<file path="src/hw/xbar_pkg.sv">
/*
  Shared definitions for the single-word bus crossbar.
  Holds the bus widths, the request and response payloads,
  the address rule format and the target index type.
  Every crossbar module imports this package in its header.
*/
package xbar_pkg;

  // Bus widths
  localparam int unsigned ADDR_W    = 32;
  localparam int unsigned DATA_W    = 32;

  // Up to 15 targets, the top code is left for the error path
  localparam int unsigned TGT_IDX_W = 4;

  typedef logic [TGT_IDX_W-1:0] tgt_idx_t;

  // Request beat, one word read or write
  typedef struct packed {
    logic [ADDR_W-1:0] addr;
    logic [DATA_W-1:0] wdata;
    logic              we;     // High for a write
  } xbar_req_t;

  // Response beat
  typedef struct packed {
    logic [DATA_W-1:0] rdata;  // Zero for writes and errors
    logic              err;
  } xbar_rsp_t;

  // Address rule, covers start_addr up to but not including end_addr
  typedef struct packed {
    tgt_idx_t          idx;
    logic [ADDR_W-1:0] start_addr;
    logic [ADDR_W-1:0] end_addr;
  } addr_rule_t;

  // Response returned for decode errors and disabled paths
  localparam xbar_rsp_t ERR_RSP = '{rdata: '0, err: 1'b1};

  // True when the address falls inside the rule window
  function automatic logic rule_hit(
    input addr_rule_t        rule,
    input logic [ADDR_W-1:0] addr
  );
    return (addr >= rule.start_addr) && (addr < rule.end_addr);
  endfunction

endpackage
</file>
<file path="src/hw/xbar_top.sv">
/*
  Fully connected single-word crossbar.
  One demux per initiator, one arbiter per target, and the
  initiator-by-target matrix of handshake wires between them.
  Paths cleared in Connectivity are tied off here and answered
  with an error by the initiator's own demux.
*/
module xbar_top
  import xbar_pkg::*;
#(
  parameter int unsigned                   NumInit      = 3,
  parameter int unsigned                   NumTgt       = 3,
  parameter int unsigned                   NumRules     = 4,
  parameter bit [NumInit-1:0][NumTgt-1:0]  Connectivity = '1
) (
  input  logic                      clk_i,
  input  logic                      reset_i,
  // Initiator ports
  input  logic [NumInit-1:0]        ini_req_valid_i,
  output logic [NumInit-1:0]        ini_req_ready_o,
  input  xbar_req_t [NumInit-1:0]   ini_req_i,
  output logic [NumInit-1:0]        ini_rsp_valid_o,
  input  logic [NumInit-1:0]        ini_rsp_ready_i,
  output xbar_rsp_t [NumInit-1:0]   ini_rsp_o,
  // Target ports
  output logic [NumTgt-1:0]         tgt_req_valid_o,
  input  logic [NumTgt-1:0]         tgt_req_ready_i,
  output xbar_req_t [NumTgt-1:0]    tgt_req_o,
  input  logic [NumTgt-1:0]         tgt_rsp_valid_i,
  output logic [NumTgt-1:0]         tgt_rsp_ready_o,
  input  xbar_rsp_t [NumTgt-1:0]    tgt_rsp_i,
  // Address map and defaults
  input  addr_rule_t [NumRules-1:0] addr_map_i,
  input  logic [NumInit-1:0]        en_default_i,
  input  tgt_idx_t [NumInit-1:0]    default_idx_i
);

  // Demux view, indexed [initiator][target]
  logic [NumInit-1:0][NumTgt-1:0] dm_req_valid, dm_req_ready;
  logic [NumInit-1:0][NumTgt-1:0] dm_rsp_valid, dm_rsp_ready;
  // Arbiter view, indexed [target][initiator]
  logic [NumTgt-1:0][NumInit-1:0] ar_req_valid, ar_req_ready;
  logic [NumTgt-1:0][NumInit-1:0] ar_rsp_valid, ar_rsp_ready;
  xbar_req_t [NumInit-1:0]        dm_req;   // Shared by all targets of a demux
  xbar_rsp_t [NumTgt-1:0]         ar_rsp;   // Shared by all demuxes

  for (genvar i = 0; i < NumInit; i++) begin : gen_demux
    xbar_initiator_demux #(
      .NumTgt   ( NumTgt          ),
      .NumRules ( NumRules        ),
      .ConnRow  ( Connectivity[i] )
    ) i_demux (
      .clk_i           ( clk_i              ),
      .reset_i         ( reset_i            ),
      .req_valid_i     ( ini_req_valid_i[i] ),
      .req_ready_o     ( ini_req_ready_o[i] ),
      .req_i           ( ini_req_i[i]       ),
      .rsp_valid_o     ( ini_rsp_valid_o[i] ),
      .rsp_ready_i     ( ini_rsp_ready_i[i] ),
      .rsp_o           ( ini_rsp_o[i]       ),
      .addr_map_i      ( addr_map_i         ),
      .en_default_i    ( en_default_i[i]    ),
      .default_idx_i   ( default_idx_i[i]   ),
      .tgt_req_valid_o ( dm_req_valid[i]    ),
      .tgt_req_ready_i ( dm_req_ready[i]    ),
      .tgt_req_o       ( dm_req[i]          ),
      .tgt_rsp_valid_i ( dm_rsp_valid[i]    ),
      .tgt_rsp_ready_o ( dm_rsp_ready[i]    ),
      .tgt_rsp_i       ( ar_rsp             )
    );
  end

  // Cross the matrix, disabled paths stay silent
  for (genvar i = 0; i < NumInit; i++) begin : gen_cross_ini
    for (genvar j = 0; j < NumTgt; j++) begin : gen_cross_tgt
      if (Connectivity[i][j]) begin : gen_path
        assign ar_req_valid[j][i] = dm_req_valid[i][j];
        assign dm_req_ready[i][j] = ar_req_ready[j][i];
        assign dm_rsp_valid[i][j] = ar_rsp_valid[j][i];
        assign ar_rsp_ready[j][i] = dm_rsp_ready[i][j];
      end else begin : gen_no_path
        assign ar_req_valid[j][i] = 1'b0;
        assign dm_req_ready[i][j] = 1'b0;
        assign dm_rsp_valid[i][j] = 1'b0;
        assign ar_rsp_ready[j][i] = 1'b0;
      end
    end
  end

  for (genvar j = 0; j < NumTgt; j++) begin : gen_arbiter
    xbar_target_arbiter #(
      .NumInit ( NumInit )
    ) i_arbiter (
      .clk_i           ( clk_i              ),
      .reset_i         ( reset_i            ),
      .ini_req_valid_i ( ar_req_valid[j]    ),
      .ini_req_ready_o ( ar_req_ready[j]    ),
      .ini_req_i       ( dm_req             ),
      .ini_rsp_valid_o ( ar_rsp_valid[j]    ),
      .ini_rsp_ready_i ( ar_rsp_ready[j]    ),
      .ini_rsp_o       ( ar_rsp[j]          ),
      .req_valid_o     ( tgt_req_valid_o[j] ),
      .req_ready_i     ( tgt_req_ready_i[j] ),
      .req_o           ( tgt_req_o[j]       ),
      .rsp_valid_i     ( tgt_rsp_valid_i[j] ),
      .rsp_ready_o     ( tgt_rsp_ready_o[j] ),
      .rsp_i           ( tgt_rsp_i[j]       )
    );
  end

endmodule

</file>
<file path="src/hw/xbar_target_arbiter.sv">
/*
  Per-target arbitrating multiplexer.
  Picks one requesting demux round-robin, starting after the last
  winner, and locks onto it from the request handshake until the
  target's response handshake. The response goes to the owner only.
  The grant itself is combinational while unlocked.
*/
module xbar_target_arbiter
  import xbar_pkg::*;
#(
  parameter int unsigned NumInit = 3
) (
  input  logic                      clk_i,
  input  logic                      reset_i,
  // Demux side
  input  logic [NumInit-1:0]        ini_req_valid_i,
  output logic [NumInit-1:0]        ini_req_ready_o,
  input  xbar_req_t [NumInit-1:0]   ini_req_i,
  output logic [NumInit-1:0]        ini_rsp_valid_o,
  input  logic [NumInit-1:0]        ini_rsp_ready_i,
  output xbar_rsp_t                 ini_rsp_o,
  // Target side
  output logic                      req_valid_o,
  input  logic                      req_ready_i,
  output xbar_req_t                 req_o,
  input  logic                      rsp_valid_i,
  output logic                      rsp_ready_o,
  input  xbar_rsp_t                 rsp_i
);

  localparam int unsigned IdxW = (NumInit > 1) ? $clog2(NumInit) : 1;

  typedef logic [IdxW-1:0] ini_idx_t;

  logic [NumInit-1:0] grant;
  logic               found;
  ini_idx_t           win;
  logic               lock_q;
  ini_idx_t           owner_q;   // Also the last winner for round-robin
  logic               req_fire;
  logic               rsp_fire;

  // Round-robin search, first candidate is the one after the last winner
  always_comb begin : rr_pick
    int cand;
    found = 1'b0;
    win   = owner_q;
    grant = '0;
    for (int k = 1; k <= NumInit; k++) begin
      cand = (int'(owner_q) + k) % NumInit;
      if (!found && ini_req_valid_i[cand]) begin
        found = 1'b1;
        win   = ini_idx_t'(cand);
      end
    end
    if (!lock_q && found) begin
      grant[win] = 1'b1;
    end
  end

  assign req_valid_o     = !lock_q && found;
  assign req_o           = ini_req_i[win];
  assign ini_req_ready_o = grant & {NumInit{req_ready_i}};

  // Response back to the owner only
  always_comb begin
    ini_rsp_valid_o = '0;
    for (int i = 0; i < NumInit; i++) begin
      if (owner_q == ini_idx_t'(i)) begin
        ini_rsp_valid_o[i] = lock_q && rsp_valid_i;
      end
    end
  end

  assign ini_rsp_o   = rsp_i;
  assign rsp_ready_o = lock_q && ini_rsp_ready_i[owner_q];

  assign req_fire = req_valid_o && req_ready_i;
  assign rsp_fire = rsp_valid_i && rsp_ready_o;

  always_ff @(posedge clk_i) begin
    if (reset_i) begin
      lock_q  <= 1'b0;
      owner_q <= ini_idx_t'(NumInit - 1);  // Initiator 0 gets first turn
    end else if (req_fire) begin
      lock_q  <= 1'b1;
      owner_q <= win;
    end else if (rsp_fire) begin
      lock_q  <= 1'b0;
    end
  end

  // Targets answer only what they were given
  a_rsp_when_locked: assert property (@(posedge clk_i) disable iff (reset_i)
    rsp_valid_i |-> lock_q);

  a_grant_onehot: assert property (@(posedge clk_i) disable iff (reset_i)
    $onehot0(grant));

endmodule

</file>
<file path="src/hw/xbar_initiator_demux.sv">
/*
  Per-initiator demultiplexer.
  Decodes the request address, hands the request to one target
  and keeps the port busy until that target's response is taken.
  Requests that fail to decode never leave this block: the built-in
  error responder answers them one cycle after the handshake.
  Only one transaction is open at any time.
*/
module xbar_initiator_demux
  import xbar_pkg::*;
#(
  parameter int unsigned     NumTgt   = 3,
  parameter int unsigned     NumRules = 4,
  parameter bit [NumTgt-1:0] ConnRow  = '1
) (
  input  logic                      clk_i,
  input  logic                      reset_i,
  // Initiator side
  input  logic                      req_valid_i,
  output logic                      req_ready_o,
  input  xbar_req_t                 req_i,
  output logic                      rsp_valid_o,
  input  logic                      rsp_ready_i,
  output xbar_rsp_t                 rsp_o,
  // Decode control
  input  addr_rule_t [NumRules-1:0] addr_map_i,
  input  logic                      en_default_i,
  input  tgt_idx_t                  default_idx_i,
  // Target side
  output logic [NumTgt-1:0]         tgt_req_valid_o,
  input  logic [NumTgt-1:0]         tgt_req_ready_i,
  output xbar_req_t                 tgt_req_o,
  input  logic [NumTgt-1:0]         tgt_rsp_valid_i,
  output logic [NumTgt-1:0]         tgt_rsp_ready_o,
  input  xbar_rsp_t [NumTgt-1:0]    tgt_rsp_i
);

  tgt_idx_t  dec_idx;
  logic      dec_err;
  logic      sel_ready;
  logic      open_valid;
  xbar_rsp_t open_rsp;
  logic      busy_q;    // Transaction open
  logic      err_q;     // Open transaction is answered locally
  tgt_idx_t  sel_q;     // Target holding the open transaction
  logic      req_fire;
  logic      rsp_fire;

  xbar_addr_decoder #(
    .NumTgt   ( NumTgt   ),
    .NumRules ( NumRules ),
    .ConnRow  ( ConnRow  )
  ) i_decoder (
    .addr_i        ( req_i.addr    ),
    .addr_map_i    ( addr_map_i    ),
    .en_default_i  ( en_default_i  ),
    .default_idx_i ( default_idx_i ),
    .idx_o         ( dec_idx       ),
    .dec_err_o     ( dec_err       )
  );

  // Request steering
  always_comb begin
    tgt_req_valid_o = '0;
    sel_ready       = 1'b0;
    for (int t = 0; t < NumTgt; t++) begin
      if (dec_idx == tgt_idx_t'(t)) begin
        tgt_req_valid_o[t] = req_valid_i && !busy_q && !dec_err;
        sel_ready          = tgt_req_ready_i[t];
      end
    end
  end

  assign tgt_req_o   = req_i;
  assign req_ready_o = !busy_q && (dec_err || sel_ready);  // Error path always accepts

  // Response steering from the open target
  always_comb begin
    tgt_rsp_ready_o = '0;
    open_valid      = 1'b0;
    open_rsp        = '0;
    for (int t = 0; t < NumTgt; t++) begin
      if (sel_q == tgt_idx_t'(t)) begin
        open_valid         = tgt_rsp_valid_i[t];
        open_rsp           = tgt_rsp_i[t];
        tgt_rsp_ready_o[t] = busy_q && !err_q && rsp_ready_i;
      end
    end
  end

  assign rsp_valid_o = busy_q && (err_q || open_valid);
  assign rsp_o       = err_q ? ERR_RSP : open_rsp;

  assign req_fire = req_valid_i && req_ready_o;
  assign rsp_fire = rsp_valid_o && rsp_ready_i;

  always_ff @(posedge clk_i) begin
    if (reset_i) begin
      busy_q <= 1'b0;
      err_q  <= 1'b0;
      sel_q  <= '0;
    end else if (req_fire) begin
      busy_q <= 1'b1;
      err_q  <= dec_err;
      sel_q  <= dec_idx;
    end else if (rsp_fire) begin
      busy_q <= 1'b0;
    end
  end

  // The default route may not move under a waiting request
  a_default_stable: assert property (@(posedge clk_i) disable iff (reset_i)
    (req_valid_i && !req_ready_o) |=> ($stable(en_default_i) && $stable(default_idx_i)));

  a_one_target: assert property (@(posedge clk_i) disable iff (reset_i)
    $onehot0(tgt_req_valid_o));

endmodule

</file>
<file path="src/hw/xbar_addr_decoder.sv">
/*
  Address decoder for one initiator port.
  Searches the rule map by priority, the lowest numbered hit wins.
  Without a hit the default target is taken when enabled.
  A miss, an index beyond the target count or a path switched
  off in the connectivity row all raise dec_err_o.
  Purely combinational.
*/
module xbar_addr_decoder
  import xbar_pkg::*;
#(
  parameter int unsigned          NumTgt   = 3,
  parameter int unsigned          NumRules = 4,
  parameter bit [NumTgt-1:0]      ConnRow  = '1   // Reachable targets of this initiator
) (
  input  logic [ADDR_W-1:0]       addr_i,
  input  addr_rule_t [NumRules-1:0] addr_map_i,
  input  logic                    en_default_i,
  input  tgt_idx_t                default_idx_i,
  output tgt_idx_t                idx_o,
  output logic                    dec_err_o
);

  logic     rule_found;
  tgt_idx_t rule_idx;
  tgt_idx_t sel_idx;
  logic     path_on;

  // Priority search over the rules
  always_comb begin
    rule_found = 1'b0;
    rule_idx   = '0;
    for (int r = 0; r < NumRules; r++) begin
      if (!rule_found && rule_hit(addr_map_i[r], addr_i)) begin
        rule_found = 1'b1;
        rule_idx   = addr_map_i[r].idx;
      end
    end
  end

  assign sel_idx = rule_found ? rule_idx : default_idx_i;

  // Index must name an existing target with its path enabled
  always_comb begin
    path_on = 1'b0;
    for (int t = 0; t < NumTgt; t++) begin
      if (sel_idx == tgt_idx_t'(t)) begin
        path_on = ConnRow[t];
      end
    end
  end

  assign dec_err_o = !(rule_found || en_default_i) || !path_on;
  assign idx_o     = dec_err_o ? '0 : sel_idx;

endmodule

</file>
<file path="config.mk">
export PLATFORM = sky130hd
export DESIGN_NAME = xbar_top
export DESIGN_NICKNAME = d
export VERILOG_FILES = /design/src/hw/xbar_pkg.sv /design/src/hw/xbar_top.sv /design/src/hw/xbar_target_arbiter.sv /design/src/hw/xbar_initiator_demux.sv /design/src/hw/xbar_addr_decoder.sv
export SDC_FILE = /design/constraint.sdc
export NUM_CORES = 2
export LEC_CHECK = 0
export BUFFER_PORTS_ARGS = -buffer_cell sky130_fd_sc_hd__buf_4
export CAP_MARGIN = 30
export CORE_AREA = 2 2 355 357
export CTS_BUF_LIST = sky130_fd_sc_hd__clkbuf_4
export CTS_CLUSTER_DIAMETER = 40
export DETAILED_ROUTE_END_ITERATION = 6
export DIE_AREA = 0 0 357 359
export PLACE_DENSITY_LB_ADDON = 0.08
export SLEW_MARGIN = 10
export SYNTH_ARGS = -nofsm -noshare
export SYNTH_HDL_FRONTEND = slang
export SYNTH_SLANG_ARGS = --single-unit
export TNS_END_PERCENT = 30
</file>
<file path="constraint.sdc">
create_clock -name clk_i -period 10.3 [get_ports clk_i]
set_input_delay 2.06 -clock clk_i [delete_from_list [all_inputs] [get_ports clk_i]]
set_output_delay 2.06 -clock clk_i [all_outputs]
set_load 0.005 [all_outputs]
</file>
==> impl_metrics.ini <==
[outcome]
outcome = complete, but fails checks
violations = DRC

[sta]
clock-skew-final_ns = 0.0105
rsz0062_at_grt = no
timing.final.crit_share_pct = 97.8
hold_violations = 0
setup_viol = 0
final_max_slew_viol_count = 0
max_freq_mhz = 99.2
tns_ns = 0
slew_headroom_pct = 25.7
fin_crit_ns = 10.08
fin_ws_ns = 0.222
tightest_slew_ns = 1.12

[setup_path]
critPathKind = input port to output pin
r2r-end = gen_demux[0].i_demux.sel_q[2]$_SDFFE_PP0P_
crit_end = tgt_req_o[173]
critical_path.max_fanout = 19
startpoint = ini_req_i[98]
crit_arrival_ns = 8.02
reg2reg_slack_ns = 6.45
r2r-start = gen_arbiter[1].i_arbiter.owner_q[1]$_SDFFE_PP1P_
required_ns = 8.24
crit_path_end_kind = output pin
start_kind = input port
ff2ff_path_depth = 12

[die]
core_area_sq_um = 125000
rows = 130
floorplan.die.height_um = 359
die_w_um = 357
dieArea_sq_um = 128000
initial_utilization_pct = 20.7
ioPinCount = 901

[pwr]
p_comb_share_pct = 93.9
switchingPower_mw = 1.52
power_leakage_nw = 18.8
ir_drop_mv = 0.0429
power.density_nw_per_um2 = 77.1
internal_power_mw = 1.27
switching_share_pct = 54.5
clockPowerShare_pct = 1.8
seqPwrFrac_pct = 4.4

[logic_synthesis]
synth.net_count = 4865
synth_cells = 3501
avgSynthCellArea_sq_um = 7.38
async_flop_share_pct = 0
yosysWarnings = 0
syn_area_sq_um = 25800
seq_area_frac_synth_pct = 2.09
yosysUniqueCellTypes = 92
synth_edf_count = 0
ys_ff_latch = 27
ys.flop_type = dfxtp_1

[drt]
vias = 32761
viasPerCell = 5.31
drt_wl_total_um = 191000
drc = 14
wl_per_cell_um = 31.0
antenna_left = 0
drt-initial-drc-count = 2737
dr.pass1.iters = 7

[clock_network]
cts_sinks = 27
path_clk_slew_ns = 0.16
clk_path_buf_depth = 2
cts_buffers = 3
insertion_delay_ns = 0.34
cts_tree = done
cts-root-buf = clkbuf_4
htreeDepth = 1

[global_routing]
grt.total_usage_pct = 28.4
grt_pass1_vias = 31482
grt_max_degree = 37
overflow = 0
grt_pass1_wl_um = 258000
antenna_found_initial = 55

[layout]
drive_gt1_share_pct = 26.1
fin_nets = 5847
final_common_cell = buf_4
syn2layout_area_growth_pct = 40.3
layout_common_cells = buf_4, ha_1, nand2_1
final_area_sq_um = 36300
final_core_util_pct = 29.1
stdcell_count = 6175

[placed_design]
port_buffers = 900
place_congestion = 0.995
placed_cells = 6128
place_area_sq_um = 36100
dp_hpwl_um = 159000
place_ws_ns = 0.101

[hold_path]
hold_path.class = register to register
whs_path_depth = 2

[flow_run]
maxCapViolations = 0
repair_timing:
item / 4_1_cts / 5_1_grt
resized for setup: 0 / 5
setup buffers: 0 / 0
endpoints found under the setup margin: 0 / 53
hold buffers: 0 / 0
per-layer routing:
metal	part of all wire, %	vias up	GRT usage, %
li1	-	15382	-
met1	42	15756	36.1
met2	47	1418	48.0
met3	7.3	189	5.02
met4	3.9	16	9.64
met5	0.056	-	0
state kept, by name, summed over array words and instances, names as in the netlist:
| name | cells |
|---|---|
| gen_arbiter.i_arbiter.owner_q | 6 |
| gen_demux.i_demux.sel_q | 12 |
| gen_demux.i_demux.busy_q | 3 |
| gen_arbiter.i_arbiter.lock_q | 3 |
| gen_demux.i_demux.err_q | 3 |
area by class of cell:
cell class                 count  area (sq um)
clock inverter                 1          5.00
fill                       13843         88300
sequential                    27           541
timing repair buffer        1105          8680
antenna                       43           108
clock buffer                   3          22.5
inverter                     288          1080
tap                         1650          2060
multi-input combinational   3058         23800
cell families after synthesis:
kind of cell	Yosys count	synth area share (%)
xor+xnor	3	0.102
simple gates	983	18.2
mux	199	7.72
flops	27	2.09
fa+ha+maj	771	37.3
compound gates	1102	28.1
buf+inv	416	6.53
power groups by stage:
stage          clock network (mW)  logic, mW  registers [mW]
6_report                   0.0494       2.62           0.122
5_1_grt                    0.0547       2.82           0.123
4_1_cts                    0.0519       2.61           0.122
3_5_place_dp                    0       2.59           0.124
3_3_place_gp                    0       2.61           0.124
2_1_floorplan                   0       1.09           0.119
critical path, stage by stage:
cell       delay, ns
buf_4           0.17
inv_1           0.13
ha_1            0.31
o21ai_1         0.50
a221oi_1        0.15
or4b_1          0.63
a2111o_1        0.57
o2bb2ai_1       0.19
buf_4           0.17
or4_4           0.52
a2111oi_2       0.45
and2_1          0.26
nor2_1          0.08
a41o_1          0.29
o211ai_1        0.21
and2_4          0.61
buf_4           0.34
nand2_1         0.07
o21ai_0         0.11
buf_4           0.16
synthesized netlist by cell type, types with 18 or more instances:
master / count / area [sq um]
a222oi_1: 64 / 641
o211ai_1: 27 / 203
nand4_1: 88 / 551
and3_1: 18 / 113
a2111oi_0: 23 / 201
dfxtp_1: 27 / 541
o21ai_1: 19 / 95.1
a221oi_1: 26 / 228
a22oi_1: 37 / 278
inv_1: 288 / 1080
a21o_1: 76 / 571
nor2b_1: 21 / 131
ha_1: 769 / 9620
o21a_1: 23 / 173
clkbuf_1: 71 / 267
mux2i_1: 196 / 1960
o21ai_0: 312 / 1560
nor2_1: 181 / 679
nor4_1: 19 / 119
nand2_1: 433 / 1630
nand3_1: 64 / 320
buf_2: 37 / 185
a21oi_1: 281 / 1410
nand2b_1: 34 / 213
a211oi_1: 53 / 398
and4_1: 25 / 219
nor3_1: 40 / 200
stage by stage:
stage                     total power [mW]  hold slack, ns
after CTS                             2.78           0.530
after global placement                2.73           0.501
after detailed placement              2.72           0.509
final                                 2.79           0.524
after floorplan                       1.21           0.452
after global routing                  3.00           0.554
how the worst min path moves through the flow:
stage	start	endpoint	slack [ns]
2_1_floorplan	gen_demux[2].i_demux.sel_q[3]$_SDFFE_PP0P_	gen_demux[2].i_demux.sel_q[3]$_SDFFE_PP0P_	0.45
3_3_place_gp	gen_demux[2].i_demux.sel_q[2]$_SDFFE_PP0P_	gen_demux[2].i_demux.sel_q[2]$_SDFFE_PP0P_	0.50
3_5_place_dp	gen_demux[2].i_demux.sel_q[2]$_SDFFE_PP0P_	gen_demux[2].i_demux.sel_q[2]$_SDFFE_PP0P_	0.51
4_1_cts	gen_demux[2].i_demux.sel_q[2]$_SDFFE_PP0P_	gen_demux[2].i_demux.sel_q[2]$_SDFFE_PP0P_	0.53
5_1_grt	gen_demux[2].i_demux.sel_q[2]$_SDFFE_PP0P_	gen_demux[2].i_demux.sel_q[2]$_SDFFE_PP0P_	0.55
6_report	gen_demux[2].i_demux.sel_q[2]$_SDFFE_PP0P_	gen_demux[2].i_demux.sel_q[2]$_SDFFE_PP0P_	0.52
Power figures use the tool's default switching activity.
